===== config.mk =====
export PLATFORM = sky130hd
export DESIGN_NAME = axi_rd_sub
export DESIGN_NICKNAME = d
export VERILOG_FILES = /design/src/axi_rd_pkg.sv /design/src/axi_rd_if.sv /design/src/axi_rd_skid_buf.sv /design/src/axi_rd_addr_gen.sv /design/src/axi_rd_ctx_pipe.sv /design/src/axi_rd_rsp_pipe.sv /design/src/axi_rd_ctrl.sv /design/src/axi_rd_sub.sv
export SDC_FILE = /design/constraint.sdc
export NUM_CORES = 1
export LEC_CHECK = 0
export ABC_CLOCK_PERIOD_IN_PS = 5500
export BUFFER_PORTS_ARGS = -buffer_cell sky130_fd_sc_hd__buf_2
export CORE_MARGIN = 8
export CORE_UTILIZATION = 35
export DETAILED_ROUTE_END_ITERATION = 16
export PLACE_DENSITY_LB_ADDON = 0.2
export SLEW_MARGIN = 10
export SYNTH_ARGS = -nofsm -noshare
export SYNTH_HDL_FRONTEND = slang
export SYNTH_SLANG_ARGS = --single-unit

===== constraint.sdc =====
create_clock -name clk -period 5.5 [get_ports clk]
set_input_delay 0.825 -clock clk [delete_from_list [all_inputs] [get_ports clk]]
set_output_delay 0.825 -clock clk [all_outputs]
set_load 0.02 [all_outputs]

===== src/axi_rd_pkg.sv =====
// Shared widths, field types and encodings for the AXI read subordinate
// Imported by every design file that names a bus field or a state
package axi_rd_pkg;

    // ------------------------------------------------------------------
    // Widths
    // ------------------------------------------------------------------
    localparam int unsigned ADDR_W = 32;
    localparam int unsigned DATA_W = 32;
    // Byte offset bits inside one data word
    localparam int unsigned BYTE_W = $clog2(DATA_W / 8);
    localparam int unsigned ID_W   = 4;
    // Packed response beat: data, id, resp code, last flag
    localparam int unsigned BEAT_W = DATA_W + ID_W + 2 + 1;

    // ------------------------------------------------------------------
    // Field types
    // ------------------------------------------------------------------
    typedef logic [ADDR_W-1:0] addr_t;
    typedef logic [DATA_W-1:0] data_t;
    typedef logic [ID_W-1:0]   id_t;
    // Beats minus one
    typedef logic [7:0]        len_t;
    // Beat bytes as a power of two
    typedef logic [2:0]        size_t;

    // AXI burst types, RESERVED behaves as FIXED
    typedef enum logic [1:0] {
        BURST_FIXED    = 2'b00,
        BURST_INCR     = 2'b01,
        BURST_WRAP     = 2'b10,
        BURST_RESERVED = 2'b11
    } burst_e;

    // AXI response codes, only OKAY and SLVERR are produced here
    typedef enum logic [1:0] {
        RESP_OKAY   = 2'b00,
        RESP_EXOKAY = 2'b01,
        RESP_SLVERR = 2'b10,
        RESP_DECERR = 2'b11
    } resp_e;

    // Request side control FSM
    typedef enum logic {
        ST_IDLE  = 1'b0,
        ST_BURST = 1'b1
    } ctrl_state_e;

endpackage


===== src/axi_rd_if.sv =====
// One returned read beat with its context, between the datapath blocks
// The context pipeline drives valid, id and last, the top level drives
// data and err from the component; there is no back-pressure
`timescale 1ns/10ps

interface rd_beat_if;
    import axi_rd_pkg::*;

    // Beat present this cycle, taken unconditionally
    logic  valid;
    // Transaction id of the burst this beat belongs to
    id_t   id;
    // Final beat of the burst
    logic  last;
    // Read data from the component
    data_t data;
    // Component error for this beat
    logic  err;

    // Context pipeline side
    modport src (
        output valid,
        output id,
        output last
    );

    // Response pipeline side
    modport dst (
        input valid,
        input id,
        input last,
        input data,
        input err
    );

endinterface


===== src/axi_rd_skid_buf.sv =====
// Single entry skid buffer with valid/ready on both sides
// Empty: the input passes straight through with no added latency
// Stalled: the beat is parked in the register and the input side sees
// ready low until the downstream takes it
`timescale 1ns/10ps

module axi_rd_skid_buf (
    input  logic                          clk,
    input  logic                          rst_n,
    // Upstream side
    input  logic                          i_valid,
    output logic                          o_ready,
    input  logic [axi_rd_pkg::BEAT_W-1:0] i_data,
    // Downstream side
    output logic                          o_valid,
    input  logic                          i_ready,
    output logic [axi_rd_pkg::BEAT_W-1:0] o_data
);

    // Parked beat present
    logic                          full;
    logic [axi_rd_pkg::BEAT_W-1:0] skid_q;

    // ------------------------------------------------------------------
    // Outputs
    // ------------------------------------------------------------------
    assign o_ready = !full;
    assign o_valid = full || i_valid;
    // Parked beat always goes first
    assign o_data  = full ? skid_q : i_data;

    // ------------------------------------------------------------------
    // Occupancy
    // ------------------------------------------------------------------
    always_ff @(posedge clk or negedge rst_n) begin
        if (!rst_n) begin
            full <= 1'b0;
        end else if (full) begin
            // Drains when downstream accepts
            if (i_ready) begin
                full <= 1'b0;
            end
        end else if (i_valid && !i_ready) begin
            full <= 1'b1;
        end
    end

    // Capture the passing beat when downstream stalls
    always_ff @(posedge clk) begin
        if (!full && i_valid && !i_ready) begin
            skid_q <= i_data;
        end
    end

    // A stalled beat stays offered and unchanged
    out_hold_a: assert property (
        @(posedge clk) disable iff (!rst_n)
        (o_valid && !i_ready) |=> (o_valid && $stable(o_data))
    );

endmodule


===== src/axi_rd_addr_gen.sv =====
// Next beat address for FIXED, INCR and WRAP bursts
// Purely combinational; works from the full unaligned address so narrow
// beats step through a word byte by byte
`timescale 1ns/10ps

module axi_rd_addr_gen (
    input  axi_rd_pkg::addr_t   i_cur_addr,
    input  axi_rd_pkg::size_t   i_size,
    input  axi_rd_pkg::burst_e  i_burst,
    input  axi_rd_pkg::len_t    i_len,
    output axi_rd_pkg::addr_t   o_next_addr
);
    import axi_rd_pkg::*;

    // Bytes per beat
    addr_t beat_bytes;
    // Address aligned down to the beat size
    addr_t aligned;
    // Plain increment from the aligned address
    addr_t incr_addr;
    // Wrap window size in bytes, always a power of two for WRAP
    addr_t wrap_bytes;
    addr_t wrap_mask;
    addr_t wrap_addr;

    always_comb begin
        beat_bytes = addr_t'(1) << i_size;
        aligned    = i_cur_addr & ~(beat_bytes - addr_t'(1));
        incr_addr  = aligned + beat_bytes;

        // Beats times beat bytes
        wrap_bytes = (addr_t'(i_len) + addr_t'(1)) << i_size;
        wrap_mask  = wrap_bytes - addr_t'(1);
        // Keep the window base, let the offset roll over inside it
        wrap_addr  = (aligned & ~wrap_mask) | (incr_addr & wrap_mask);
    end

    // ------------------------------------------------------------------
    // Burst select
    // ------------------------------------------------------------------
    always_comb begin
        case (i_burst)
            BURST_INCR: begin
                o_next_addr = incr_addr;
            end
            BURST_WRAP: begin
                o_next_addr = wrap_addr;
            end
            // FIXED and RESERVED repeat the same address
            default: begin
                o_next_addr = i_cur_addr;
            end
        endcase
    end

endmodule


===== src/axi_rd_ctx_pipe.sv =====
// Carries the id and last flag of each issued beat alongside the component
// access, so they line up with the read data CMP_LAT cycles later
// At zero latency the context passes straight through
`timescale 1ns/10ps

module axi_rd_ctx_pipe #(
    parameter int unsigned CMP_LAT = 1
) (
    input  logic             clk,
    input  logic             rst_n,
    input  logic             i_issue,
    input  axi_rd_pkg::id_t  i_id,
    input  logic             i_last,
    rd_beat_if.src           beat
);
    import axi_rd_pkg::*;

    generate
        if (CMP_LAT == 0) begin : g_pass
            // Data returns in the issue cycle
            assign beat.valid = i_issue;
            assign beat.id    = i_id;
            assign beat.last  = i_last;
        end else begin : g_pipe
            // One stage per cycle of component latency
            logic [CMP_LAT-1:0] vld_sr;
            id_t                id_sr   [CMP_LAT];
            logic [CMP_LAT-1:0] last_sr;

            // Valid bits are the control path
            always_ff @(posedge clk or negedge rst_n) begin
                if (!rst_n) begin
                    vld_sr <= '0;
                end else begin
                    vld_sr[0] <= i_issue;
                    for (int k = 1; k < CMP_LAT; k++) begin
                        vld_sr[k] <= vld_sr[k-1];
                    end
                end
            end

            // Context only matters where the valid bit is set
            always_ff @(posedge clk) begin
                id_sr[0]   <= i_id;
                last_sr[0] <= i_last;
                for (int k = 1; k < CMP_LAT; k++) begin
                    id_sr[k]   <= id_sr[k-1];
                    last_sr[k] <= last_sr[k-1];
                end
            end

            assign beat.valid = vld_sr[CMP_LAT-1];
            assign beat.id    = id_sr[CMP_LAT-1];
            assign beat.last  = last_sr[CMP_LAT-1];
        end
    endgenerate

endmodule


===== src/axi_rd_rsp_pipe.sv =====
// Turns a returned beat into an R channel beat and runs it through a
// chain of skid stages, one more than the component latency
// The ready of the last stage tells the request side there is room
`timescale 1ns/10ps

module axi_rd_rsp_pipe #(
    parameter int unsigned CMP_LAT = 1
) (
    input  logic                clk,
    input  logic                rst_n,
    rd_beat_if.dst              beat,
    output logic                o_space,
    // R channel
    output logic                o_r_valid,
    output axi_rd_pkg::data_t   o_r_data,
    output axi_rd_pkg::id_t     o_r_id,
    output axi_rd_pkg::resp_e   o_r_resp,
    output logic                o_r_last,
    input  logic                i_r_ready
);
    import axi_rd_pkg::*;

    // Index 0 is the input side, CMP_LAT+1 is the R channel
    logic [CMP_LAT+1:0] stg_valid;
    logic [CMP_LAT+1:0] stg_ready;
    logic [BEAT_W-1:0]  stg_data [CMP_LAT+2];
    resp_e              in_resp;

    assign in_resp      = beat.err ? RESP_SLVERR : RESP_OKAY;
    assign stg_valid[0] = beat.valid;
    // Packed as data, id, resp, last
    assign stg_data[0]  = {beat.data, beat.id, in_resp, beat.last};

    generate
        for (genvar s = 0; s <= CMP_LAT; s++) begin : g_stage
            axi_rd_skid_buf stage_inst (
                .clk     (clk),
                .rst_n   (rst_n),
                .i_valid (stg_valid[s]),
                .o_ready (stg_ready[s]),
                .i_data  (stg_data[s]),
                .o_valid (stg_valid[s+1]),
                .i_ready (stg_ready[s+1]),
                .o_data  (stg_data[s+1])
            );
        end

        // Output stages fill first and drain last
        // A full stage sits behind a full stage, or one that just drained
        for (genvar s = 0; s < CMP_LAT; s++) begin : g_order_chk
            fill_order_a: assert property (
                @(posedge clk) disable iff (!rst_n)
                !stg_ready[s] |-> (!stg_ready[s+1] || $past(!stg_ready[s+1]))
            );
        end
    endgenerate

    assign stg_ready[CMP_LAT+1] = i_r_ready;
    assign o_space              = stg_ready[CMP_LAT];

    // Unpack the beat at the R channel
    assign o_r_valid = stg_valid[CMP_LAT+1];
    assign o_r_data  = stg_data[CMP_LAT+1][BEAT_W-1 -: DATA_W];
    assign o_r_id    = stg_data[CMP_LAT+1][ID_W+2:3];
    assign o_r_resp  = resp_e'(stg_data[CMP_LAT+1][2:1]);
    assign o_r_last  = stg_data[CMP_LAT+1][0];

    // Returned data has no back-pressure, so it must always find room
    no_drop_a: assert property (
        @(posedge clk) disable iff (!rst_n)
        !(stg_valid[0] && !stg_ready[0])
    );

endmodule


===== src/axi_rd_ctrl.sv =====
// Request side of the read subordinate
// Accepts AR bursts, walks the beats and issues one aligned component
// request per beat while the response pipeline has room
`timescale 1ns/10ps

module axi_rd_ctrl (
    input  logic                clk,
    input  logic                rst_n,
    // AR channel
    input  logic                i_ar_valid,
    output logic                o_ar_ready,
    input  axi_rd_pkg::addr_t   i_ar_addr,
    input  axi_rd_pkg::burst_e  i_ar_burst,
    input  axi_rd_pkg::size_t   i_ar_size,
    input  axi_rd_pkg::len_t    i_ar_len,
    input  axi_rd_pkg::id_t     i_ar_id,
    // Address generator
    output axi_rd_pkg::addr_t   o_cur_addr,
    output axi_rd_pkg::size_t   o_cur_size,
    output axi_rd_pkg::burst_e  o_cur_burst,
    output axi_rd_pkg::len_t    o_cur_len,
    input  axi_rd_pkg::addr_t   i_next_addr,
    // Response pipeline room
    input  logic                i_space,
    // Issue strobe and beat context toward the context pipeline
    output logic                o_issue,
    output axi_rd_pkg::id_t     o_issue_id,
    output logic                o_issue_last,
    // Component request
    output logic                o_cmp_dv,
    output axi_rd_pkg::addr_t   o_cmp_addr,
    input  logic                i_cmp_hld
);
    import axi_rd_pkg::*;

    ctrl_state_e state;
    // Beats left after the current one
    len_t        beat_cnt;
    logic        ar_fire;
    logic        final_issue;

    // ------------------------------------------------------------------
    // Handshakes
    // ------------------------------------------------------------------
    // Ready again in the cycle of the final issued beat, so bursts overlap
    assign o_ar_ready   = (state == ST_IDLE) || final_issue;
    assign ar_fire      = i_ar_valid && o_ar_ready;

    // Only request when the last skid stage can absorb a stalled beat
    assign o_cmp_dv     = (state == ST_BURST) && i_space;
    assign o_issue      = o_cmp_dv && !i_cmp_hld;
    assign o_issue_last = (beat_cnt == '0);
    assign final_issue  = o_issue && o_issue_last;

    // Component only sees word addresses
    assign o_cmp_addr   = {o_cur_addr[ADDR_W-1:BYTE_W], {BYTE_W{1'b0}}};

    // ------------------------------------------------------------------
    // FSM and beat counter
    // ------------------------------------------------------------------
    always_ff @(posedge clk or negedge rst_n) begin
        if (!rst_n) begin
            state    <= ST_IDLE;
            beat_cnt <= '0;
        end else if (ar_fire) begin
            state    <= ST_BURST;
            beat_cnt <= i_ar_len;
        end else if (o_issue) begin
            // Holds at zero once the last beat has gone out
            if (beat_cnt != '0) begin
                beat_cnt <= beat_cnt - len_t'(1);
            end
            if (final_issue) begin
                state <= ST_IDLE;
            end
        end
    end

    // Burst context, the address steps on every issued beat
    always_ff @(posedge clk) begin
        if (ar_fire) begin
            o_cur_addr  <= i_ar_addr;
            o_cur_burst <= i_ar_burst;
            o_cur_size  <= i_ar_size;
            o_cur_len   <= i_ar_len;
            o_issue_id  <= i_ar_id;
        end else if (o_issue) begin
            o_cur_addr  <= i_next_addr;
        end
    end

    // Requester must hold AR valid until it is taken
    ar_valid_hold_a: assert property (
        @(posedge clk) disable iff (!rst_n)
        (i_ar_valid && !o_ar_ready) |=> i_ar_valid
    );

endmodule


===== src/axi_rd_sub.sv =====
// AXI read subordinate in front of a fixed latency component
// Plain AR and R channel ports plus the component request and return
// CMP_LAT is the cycle count from an accepted request to its read data
`timescale 1ns/10ps

module axi_rd_sub #(
    parameter int unsigned CMP_LAT = 1
) (
    input  logic                clk,
    input  logic                rst_n,
    // AR channel
    input  logic                i_ar_valid,
    input  axi_rd_pkg::addr_t   i_ar_addr,
    input  logic [1:0]          i_ar_burst,
    input  axi_rd_pkg::size_t   i_ar_size,
    input  axi_rd_pkg::len_t    i_ar_len,
    input  axi_rd_pkg::id_t     i_ar_id,
    output logic                o_ar_ready,
    // R channel
    output logic                o_r_valid,
    output axi_rd_pkg::data_t   o_r_data,
    output axi_rd_pkg::id_t     o_r_id,
    output logic [1:0]          o_r_resp,
    output logic                o_r_last,
    input  logic                i_r_ready,
    // Component
    output logic                o_cmp_dv,
    output axi_rd_pkg::addr_t   o_cmp_addr,
    input  logic                i_cmp_hld,
    input  logic                i_cmp_err,
    input  axi_rd_pkg::data_t   i_cmp_rdata
);
    import axi_rd_pkg::*;

    addr_t  cur_addr;
    size_t  cur_size;
    burst_e cur_burst;
    len_t   cur_len;
    addr_t  next_addr;
    logic   issue;
    id_t    issue_id;
    logic   issue_last;
    logic   space;

    rd_beat_if beat_if ();

    // Component return joins the delayed context here
    assign beat_if.data = i_cmp_rdata;
    assign beat_if.err  = i_cmp_err;

    axi_rd_ctrl ctrl_inst (
        .clk          (clk),
        .rst_n        (rst_n),
        .i_ar_valid   (i_ar_valid),
        .o_ar_ready   (o_ar_ready),
        .i_ar_addr    (i_ar_addr),
        .i_ar_burst   (burst_e'(i_ar_burst)),
        .i_ar_size    (i_ar_size),
        .i_ar_len     (i_ar_len),
        .i_ar_id      (i_ar_id),
        .o_cur_addr   (cur_addr),
        .o_cur_size   (cur_size),
        .o_cur_burst  (cur_burst),
        .o_cur_len    (cur_len),
        .i_next_addr  (next_addr),
        .i_space      (space),
        .o_issue      (issue),
        .o_issue_id   (issue_id),
        .o_issue_last (issue_last),
        .o_cmp_dv     (o_cmp_dv),
        .o_cmp_addr   (o_cmp_addr),
        .i_cmp_hld    (i_cmp_hld)
    );

    axi_rd_addr_gen addr_gen_inst (
        .i_cur_addr  (cur_addr),
        .i_size      (cur_size),
        .i_burst     (cur_burst),
        .i_len       (cur_len),
        .o_next_addr (next_addr)
    );

    axi_rd_ctx_pipe #(.CMP_LAT(CMP_LAT)) ctx_pipe_inst (
        .clk     (clk),
        .rst_n   (rst_n),
        .i_issue (issue),
        .i_id    (issue_id),
        .i_last  (issue_last),
        .beat    (beat_if.src)
    );

    axi_rd_rsp_pipe #(.CMP_LAT(CMP_LAT)) rsp_pipe_inst (
        .clk       (clk),
        .rst_n     (rst_n),
        .beat      (beat_if.dst),
        .o_space   (space),
        .o_r_valid (o_r_valid),
        .o_r_data  (o_r_data),
        .o_r_id    (o_r_id),
        .o_r_resp  (o_r_resp),
        .o_r_last  (o_r_last),
        .i_r_ready (i_r_ready)
    );

endmodule


==> impl_metrics.toml, run 1 <==
[yosys]
syn_area_sq_um = 8530
yosysMostFrequentCell = "edfxtp_1"
netlist-cell-type-count = 86
ys_top_cells_by_count = "edfxtp_1, mux2_2, nand2_1"
synthArstFlopShare_pct = 8.45
ys_ff_latch = 142
netlist_top_cells_area = "edfxtp_1, mux2_2, dfrtp_1"
ys_warn_count = 0
postSynthAreaPerCell_sq_um = 11.0
yosysSeqAreaShare_pct = 48.7
synth_edf_count = 125
synth_top_area_share_pct = 44.0
synth_flop_cell = "edfxtp_1"
syn_inst = 774
synth_top_cell_by_area = "edfxtp_1"

[die]
dieWidth_um = 172
die_h_um = 172
io_pins = 161
die-area_sq_um = 29600
initial_core_util_pct = 35.4
rows = 57
core-area_sq_um = 24100

[clock_network]
ctsHoldBuffers = 0
cts.path.max_buffers = 2
cts_htree_levels = 4
root_buffer = "clkbuf_16"
clock-sinks = 142
post_cts_buffers = 0
cts_buffers = 17
clk_pin_slew_ns = 0.08
cts_tree = "done"
ctsResizeCount = 0
clk_latency_ns = 0.43

[place]
place.detailed.instances = 1198
pre_cts_slack_ns = 1.15
io_buffers = 157
gp_congestion = 0.869
dp_hpwl_um = 16400
place_area_sq_um = 9350

[power]
total_power_mw = 3.10
clkPwrFrac_pct = 38.6
p_leak_nw = 3.72
switching_power_mw = 0.919
seqPwrFrac_pct = 44.1
swShare_pct = 29.7
combPwrFrac_pct = 17.3
p_per_area_nw_per_um2 = 310
max-vdd-ir-drop_uv = 176
cell_internal_pwr_mw = 2.18

[grt]
overflow = 0
grt_pass1_wl_um = 35500
grt_max_degree = 53
grt_pass1_vias = 6445
antenna_found_initial = 0
grt.total_usage_pct = 15.1

[timing]
setup_tns_ns = 0
maxSlewViolCount = 0
rsz0062_at_grt = "false"
fin_ws_ns = 1.14
finalHoldViolCount = 0
finClkSkew_ns = 0.0222
worst_pin_slew_ns = 1.01
fmax_ghz = 0.229
final.period_utilization_pct = 79.2
setup_viol = 0
maxSlewHeadroom_pct = 32.4
fin_crit_ns = 4.36

[route]
drt_iter0_markers = 469
wl_um = 22900
wl_per_cell_um = 18.6
via_count = 6566
ant_nets = 0
drt_pre_antenna_iters = 5
viasPerCell = 5.34
drcViolationCount = 0

[critical_path]
timing.rr.start = "ctrl_inst.o_cur_size[2]"
worst_r2r_endpoint = "ctrl_inst.o_cur_addr[29]"
worstPathArrival_ns = 4.51
r2r_slack_ns = 1.14
startpoint = "ctrl_inst.o_cur_size[2]"
worst-path-max-fanout = 9
critPathLaunchType = "flop"
cp.required_ns = 5.66
critPathKind = "reg -> reg"
worst-r2r-cell-count = 14
crit_path_end_kind = "flop"

[layout]
design_area_sq_um = 9970
diodes = 0
layout-drive-gt1-share_pct = 35.3
synthToLayoutAreaGrowth_pct = 16.9
fin_cells = 1230
final_nets = 993

[status]
status = "completed"

[run]
drv_cap = 0

[hold_path]
hold_class = "in -> async"
routing by layer:
layer | GRT usage [%] | up-vias | wire, um
met1 | 20.5 | 3200 | 10800
met2 | 23.9 | 201 | 10200
met3 | 3.68 | 22 | 1470
met5 | 0 | - | 0
li1 | - | 3143 | -
met4 | 3.94 | 0 | 331
worst max-delay path by stage:
| stage | endpoint | slack [ns] | cells after the start |
|---|---|---|---|
| 2_1_floorplan | ctrl_inst.o_cur_addr[23] | 1.03 | 18 |
| 3_3_place_gp | ctrl_inst.o_cur_addr[27] | 1.25 | 14 |
| 3_5_place_dp | ctrl_inst.o_cur_addr[29] | 1.15 | 14 |
| 4_1_cts | ctrl_inst.o_cur_addr[29] | 1.11 | 14 |
| 5_1_grt | ctrl_inst.o_cur_addr[27] | 0.82 | 14 |
| 6_report | ctrl_inst.o_cur_addr[29] | 1.14 | 14 |
through the flow:
stage,hold slack [ns],utilization [%]
2_1_floorplan,0.323,-
3_3_place_gp,0.325,38.8
3_5_place_dp,0.328,38.8
4_1_cts,0.284,41.4
5_1_grt,0.304,41.4
6_report,0.294,41.4
registers in the layout, summed over array words and instances, names as in the netlist:
signal / cells
ctrl_inst.o_cur_burst: 2
ctrl_inst.o_issue_id: 4
ctrl_inst.o_cur_size: 3
ctrl_inst.o_cur_len: 8
ctrl_inst.state: 1
rsp_pipe_inst.g_stage.stage_inst.full: 2
ctrl_inst.beat_cnt: 8
ctx_pipe_inst.beat.last: 1
ctx_pipe_inst.beat.valid: 1
ctx_pipe_inst.g_pipe.id_sr: 4
ctrl_inst.o_cur_addr: 32
rsp_pipe_inst.g_stage.stage_inst.skid_q: 76
cell families after synthesis:
| kind of cell | share of synthesized area (%) |
|---|---|
| and+or+nand+nor | 16.4 |
| AOI/OAI and AO/OA | 12.8 |
| DFF | 48.7 |
| buffers and inverters | 6.42 |
| muxes | 10.5 |
| xor gates and xnor gates | 3.18 |
| adders and majority gates | 1.91 |
| other | 0.0440 |
layout by cell type, fill, tap and decap left out, drive strengths merged, types with 3 or more instances in the layout:
cell type	n
xor2	10
nor3	11
o21a	4
xnor2	21
nand2	69
o22ai	4
nand3	20
nand2b	8
ha	13
edfxtp	125
clkbuf	17
and4	3
a221o	9
or2	7
o21ai	33
nand3b	7
or4	8
dfrtp	12
a31oi	26
o31ai	5
clkinvlp	3
mux2	79
nor2	49
a211o	4
a21oi	29
dfxtp	5
nor2b	12
clkinv	5
and2	11
conb	3
o211ai	9
a211oi	5
nor4	4
nand4	13
and3	18
inv	20
a31o	9
or3	10
buf	170
cell type report:
class,count,area [sq um]
repair buffers,170,883
clock inverters,15,199
well taps,324,405
clock buffers,17,425
multi-input cells,548,3850
inverters,14,52.6
flip-flops and latches,142,4160
fillers,2391,14100
worst max-delay path: stages, from the launching register on:
cell and delay (ns):
edfxtp_1 0.55, or3_1 0.49, ha_1 0.28, nor3_1 0.15, a21oi_1 0.06, o221a_2 0.27
ha_1 0.33, and3_1 0.20, a221o_1 0.36, o31a_1 0.28, a31oi_1 0.58, nor2_1 0.21
nand3_1 0.15, or3_1 0.11, a31oi_1 0.08
power by group through the flow:
stage / combinational (mW) / clock [mW] / sequential (mW)
after detailed placement: 0.540 / 0 / 1.39
final: 0.536 / 1.19 / 1.36
after CTS: 0.542 / 1.23 / 1.37
after global routing: 0.588 / 1.28 / 1.38
after floorplan: 0.419 / 0 / 1.35
after global placement: 0.535 / 0 / 1.39
Power figures use the tool's default switching activity.
==> run 2, diff against run 1 <==
- ABC_AREA: unset -> 1
- ABC_CLOCK_PERIOD_IN_PS: 5500 -> 3950
- clock period: 5.5 -> 3.95 ns (I/O delays scaled with it)
==> run 2 against run 1 <==
Effect of this change:
- routed wire length grew 4.3%
- cell count is 25% higher
- combinational power is 110% higher
- via count up 13%
- register-to-register slack got worse by 0.71 ns
- fmax up 24%
- clock power is 43% higher
- sequential power up 42%
- synthesized cell count increased by 38%
- area after synthesis grew 3.6%
- core utilization up 0.39 points
- non-clock buffer count rose by 6
==> impl_metrics.toml, run 2 <==
[power]
p_leak_nw = 4.75
p_per_area_nw_per_um2 = 455
max-vdd-ir-drop_uv = 322
total_power_mw = 4.74

[timing]
fin_ws_ns = 0.428
maxSlewViolCount = 0
fin_crit_ns = 3.52
final.period_utilization_pct = 89.2
maxSlewHeadroom_pct = 33.1
setup_viol = 0
finalHoldViolCount = 0
worst_pin_slew_ns = 1.00
fmax_ghz = 0.284
rsz0062_at_grt = "false"
setup_tns_ns = 0
finClkSkew_ns = 0.0118

[die]
dieWidth_um = 175
die-area_sq_um = 30600
initial_core_util_pct = 35.4
rows = 58
core-area_sq_um = 25000
io_pins = 161
die_h_um = 175

[layout]
fin_cells = 1540
synthToLayoutAreaGrowth_pct = 18.0
largest_register_ffs = 76
top_register = "rsp_pipe_inst.g_stage.stage_inst.skid_q"
design_area_sq_um = 10400
layout-drive-gt1-share_pct = 25.0
final_nets = 1297
diodes = 0
mostFrequentLayoutCells = "nand2_1, buf_2, edfxtp_1, nand3_1, inv_1"
final_common_cell = "nand2_1"
reg_top3 = "rsp_pipe_inst.g_stage.stage_inst.skid_q: 76 flops, ctrl_inst.o_cur_addr: 32 flops"

[route]
wl_um = 23800
drcViolationCount = 0
via_count = 7420
drt_pre_antenna_iters = 5
ant_nets = 0
wl_per_cell_um = 15.5
drt_iter0_markers = 434
viasPerCell = 4.82

[place]
pre_cts_slack_ns = 0.351
place.detailed.instances = 1505
gp_congestion = 0.895
dp_hpwl_um = 18100
place_area_sq_um = 9780
io_buffers = 157

[clock_network]
clk_pin_slew_ns = 0.07
cts_tree = "done"
cts_buffers = 17
cts.path.max_buffers = 2
ctsHoldBuffers = 0
root_buffer = "clkbuf_16"
clk_latency_ns = 0.43
clock-sinks = 142
cts_htree_levels = 4

[critical_path]
worst-path-max-fanout = 16
worst_path_largest_cell_delay_ns = 0.45
crit_path_end = "ctrl_inst.o_cur_addr[29]"
crit_path_end_kind = "flop"
timing.rr.start = "ctrl_inst.o_cur_size[2]"
cpMostUsedCell = "nand2_1"
cp.depth = 21
startpoint = "ctrl_inst.o_cur_size[2]"
worst-r2r-cell-count = 21
worstPathArrival_ns = 3.70
path_cells = "buf_4 -> nand2_1 -> nor2_2 -> inv_1 -> ha_1 -> nand2_1 -> inv_1 -> ha_1 -> inv_1 -> nor2_2 -> nand3_1 -> nor3_2 -> nand2_2 -> a21oi_2 -> nand2_1 -> inv_2 -> nand2_4 -> nor3_2 -> nand3_1 -> nand3_1 -> nand2_1"
crit_family = "simple AND/OR/NAND/NOR gates"
crit_buf_inv = 5
r2r_slack_ns = 0.43
worst_r2r_endpoint = "ctrl_inst.o_cur_addr[29]"
cp.required_ns = 4.13
critPathLaunchType = "flop"
slowest_stage = "edfxtp_1"
critPathKind = "reg -> reg"

[grt]
grt_max_degree = 42
antenna_found_initial = 0
grt_pass1_vias = 7253
grt.total_usage_pct = 15.7
grt_pass1_wl_um = 38500
overflow = 0

[yosys]
synth_flop_cell = "edfxtp_1"
ys_warn_count = 0
yosysSeqAreaShare_pct = 47.0
synth_top_area_share_pct = 42.5
syn_inst = 1065
synthArstFlopShare_pct = 8.45
yosysMostFrequentCell = "nand2_1"
syn_area_sq_um = 8840
netlist_top_cells_area = "edfxtp_1, nand2_1, nand3_1"
ys_ff_latch = 142
postSynthAreaPerCell_sq_um = 8.30
synth_top_cell_by_area = "edfxtp_1"
netlist-cell-type-count = 48
synth_edf_count = 125
ys_top_cells_by_count = "nand2_1, edfxtp_1, nand3_1"

[run]
drv_cap = 0

[hold_path]
hold_class = "in -> async"

[status]
status = "completed"
[run 2: per-stage QoR]
step | util, % | hold slack (ns)
5_1_grt | 41.8 | 0.0481
2_1_floorplan | - | 0.297
3_5_place_dp | 39.2 | 0.327
3_3_place_gp | 39.2 | 0.326
4_1_cts | 41.7 | 0.0504
6_report | 41.8 | 0.0543
[run 2: area by class of cell]
| class | instances | area [sq um] |
|---|---|---|
| multi-input combinational | 764 | 3950 |
| tap | 330 | 413 |
| fill | 2571 | 14500 |
| clock buffer | 17 | 425 |
| sequential | 142 | 4150 |
| timing repair buffer | 176 | 928 |
| clock inverter | 15 | 191 |
| inverter | 96 | 365 |
[run 2: what timing repair did]
| action | CTS | global route |
|---|---|---|
| setup endpoints to repair | 0 | 5 |
| resized for setup | 0 | 2 |
| setup buffers | 0 | 3 |
| hold endpoints to repair | 0 | 0 |
[run 2: logic make-up (layout without fill, tap and decap cells)]
kind of cell,count (synthesis),count (layout),share of synthesized area (%)
simple gates,617,617,31.0
buf+inv,161,304,8.66
flops,142,142,47.0
compound gates,76,76,4.94
mux,38,38,4.84
xor+xnor,17,17,1.68
fa+ha+maj,13,13,1.84
other cells,1,3,0.0424
[run 2: worst min-delay path by stage]
| stage | startpoint | end | slack, ns |
|---|---|---|---|
| after floorplan | rst_n | ctrl_inst.beat_cnt[0] | 0.30 |
| after global routing | rst_n | ctrl_inst.beat_cnt[0] | 0.05 |
| after detailed placement | ctrl_inst.o_issue_id[2] | ctx_pipe_inst.g_pipe.id_sr[0][2] | 0.33 |
| after global placement | ctrl_inst.o_issue_id[3] | ctx_pipe_inst.g_pipe.id_sr[0][3] | 0.33 |
| after CTS | rst_n | ctrl_inst.beat_cnt[3] | 0.05 |
| final | rst_n | ctrl_inst.beat_cnt[3] | 0.05 |
[run 2: worst reg2reg max path, stage by stage, from the launching register on]
cell and delay [ns]:
edfxtp_1 0.45, buf_4 0.26, nand2_1 0.15, nor2_2 0.19
inv_1 0.08, ha_1 0.29, nand2_1 0.06, inv_1 0.05
ha_1 0.33, inv_1 0.06, nor2_2 0.14, nand3_1 0.12
nor3_2 0.13, nand2_2 0.07, a21oi_2 0.19, nand2_1 0.15
inv_2 0.14, nand2_4 0.08, nor3_2 0.13, nand3_1 0.08
nand3_1 0.08, nand2_1 0.05
[run 2: report_power, final]
part           leakage (nW)  switching [mW]  internal (mW)
clock network         0.301           0.733          0.965
logic                  3.11           0.737          0.382
registers              1.34          0.0973           1.83
total                  4.75            1.57           3.18
[run 2: metal layers]
metal | GRT usage [%] | vias to the layer above | share of wire [%]
li1 | - | 3784 | -
met1 | 20.6 | 3407 | 46
met2 | 25.5 | 211 | 47
met3 | 3.73 | 18 | 5.8
met4 | 3.78 | 0 | 1.1
met5 | 0 | - | 0
==> run 3, diff against run 2 <==
- CTS_CLUSTER_DIAMETER: unset -> 80
- RECOVER_POWER: unset -> 50
==> run 3 against run 2 <==
Effect of this change:
- the flow now finishes with violations (max-capacitance violations, max-slew violations)
- largest power group unchanged
- via count about the same
- critical path type is now reg -> out
- critical path depth decreased by 16
- first-iteration DRC count increased by 7.1%
- critical endpoint is now o_r_id[1]
==> impl_metrics.toml, run 3 (synthesized netlist as in run 2, its figures left out) <==
[status]
status = "finished with violations"
violations = "max-capacitance violations, max-slew violations"

[power]
p_per_area_nw_per_um2 = 457
max-vdd-ir-drop_uv = 323
p_leak_nw = 4.58

[critical_path]
worst_path_largest_cell_delay_ns = 0.96
worst_r2r_endpoint = "ctrl_inst.o_cur_addr[29]"
critPathKind = "reg -> out"
timing.rr.start = "ctrl_inst.o_cur_size[2]"
cpMostUsedCell = "nand2_1"
worst-r2r-cell-count = 21
r2r_slack_ns = 0.43
critPathLaunchType = "flop"
slowest_stage = "dfrtp_1"
cp.required_ns = 3.36
worst-path-max-fanout = 22
path_cells = "clkbuf_1 -> mux2_2 -> nand2_1 -> nand2_1 -> buf_2"
worstPathArrival_ns = 2.94
crit_path_end_kind = "output port"

[die]
core-area_sq_um = 25000
io_pins = 161
initial_core_util_pct = 35.4
die_h_um = 175
die-area_sq_um = 30600
dieWidth_um = 175
rows = 58

[clock_network]
cts_buffers = 17
cts.path.max_buffers = 2
root_buffer = "clkbuf_16"
cts_htree_levels = 4
clock-sinks = 142
clk_latency_ns = 0.43
cts_tree = "done"
clk_pin_slew_ns = 0.07

[timing]
finalHoldViolCount = 0
setup_tns_ns = 0
whs_ns = 0.202
final.period_utilization_pct = 89.4
fin_crit_ns = 3.53
fin_ws_ns = 0.418
setup_viol = 0
fmax_ghz = 0.283
finClkSkew_ns = 0.0125
worst_pin_slew_ns = 1.92
rsz0062_at_grt = "false"
maxSlewViolCount = 23
maxSlewHeadroom_pct = -28.4

[place]
gp_congestion = 0.895
pre_cts_slack_ns = 0.351
io_buffers = 157
place_area_sq_um = 9780
dp_hpwl_um = 18100

[layout]
diodes = 0
final_common_cell = "nand2_1"
utilization_pct = 41.4
synthToLayoutAreaGrowth_pct = 16.8
final_nets = 1297
reg_top3 = "rsp_pipe_inst.g_stage.stage_inst.skid_q: 76 flops, ctrl_inst.o_cur_addr: 32 flops"
largest_register_ffs = 76
top_register = "rsp_pipe_inst.g_stage.stage_inst.skid_q"
layout-drive-gt1-share_pct = 17.8
mostFrequentLayoutCells = "nand2_1, edfxtp_1, nand3_1, buf_2, inv_1"
design_area_sq_um = 10300

[route]
ant_nets = 0
drcViolationCount = 0
wl_per_cell_um = 15.5
via_count = 7426
wl_um = 23900
drt_pre_antenna_iters = 5
drt_iter0_markers = 465
viasPerCell = 4.82

[grt]
grt_max_degree = 42
grt_pass1_vias = 7253
grt.total_usage_pct = 15.7
antenna_found_initial = 0
grt_pass1_wl_um = 38500
overflow = 0

[run]
drv_cap = 1

[hold_path]
hold_class = "in -> async"
## run 3: cell types whose count changed in the layout (fill, tap and decap cells not counted)
| cell | previous run | this run |
|---|---|---|
| buf_2 | 157 | 97 |
| buf_4 | 19 | 16 |
| clkbuf_1 | 0 | 63 |
| mux2_1 | 0 | 23 |
| mux2_2 | 38 | 15 |
| nor2_1 | 51 | 52 |
| nor2_4 | 6 | 5 |
| nor3_1 | 9 | 10 |
| nor3_2 | 3 | 2 |
## run 3: power breakdown
part / switching (mW) / total, mW / internal [mW]
clock network: 0.733 / 1.70 / 0.965
registers: 0.0984 / 1.93 / 1.83
logic: 0.738 / 1.10 / 0.358
## run 3: stage by stage
step	total power, mW	std cells
floorplan	2.76	1067
global route	4.98	1540
global placement	3.08	1505
CTS	4.80	1537
finish	4.72	1540
detailed placement	3.09	1505
## run 3: cell type report
class / instances / area [sq um]
fill: 2597 / 14600
sequential: 142 / 4150
timing repair buffer: 176 / 842
tap: 330 / 413
clock buffer: 17 / 425
inverter: 96 / 365
clock inverter: 15 / 191
multi-input combinational: 764 / 3940
## run 3: how the worst max path moves through the flow
stage,from,end,slack (ns)
after global placement,ctrl_inst.o_cur_size[1],ctrl_inst.o_cur_addr[29],0.43
after global routing,ctrl_inst.o_cur_size[2],ctrl_inst.o_cur_addr[29],0.05
final,rsp_pipe_inst.g_stage[0].stage_inst.full,o_r_id[1],0.42
after floorplan,rsp_pipe_inst.g_stage[0].stage_inst.full,rsp_pipe_inst.g_stage[1].stage_inst.skid_q[0],0.02
after detailed placement,ctrl_inst.o_cur_size[1],ctrl_inst.o_cur_addr[29],0.35
after CTS,ctrl_inst.o_cur_size[1],ctrl_inst.o_cur_addr[29],0.34
## run 3: per-layer routing
metal  share of wire (%)  track usage (%)  vias up
met5                   0                0        -
met4                 1.0             3.78        0
met3                 5.7             3.73       15
met2                  47             25.5      197
met1                  46             20.6     3421
li1                    -                -     3793
## run 3: worst max-delay path: cells and delay by family (launching register included)
family	cells	cell delay, ns
muxes	1	0.43
DFF	1	0.96
buffers and inverters	2	0.96
and+or+nand+nor	2	0.14
## run 3: timing repair
| item | 4_1_cts | 5_1_grt |
|---|---|---|
| hold buffers | 0 | 0 |
| endpoints found under the setup margin | 0 | 5 |
| resized for setup | 0 | 2 |
| setup buffers | 0 | 3 |
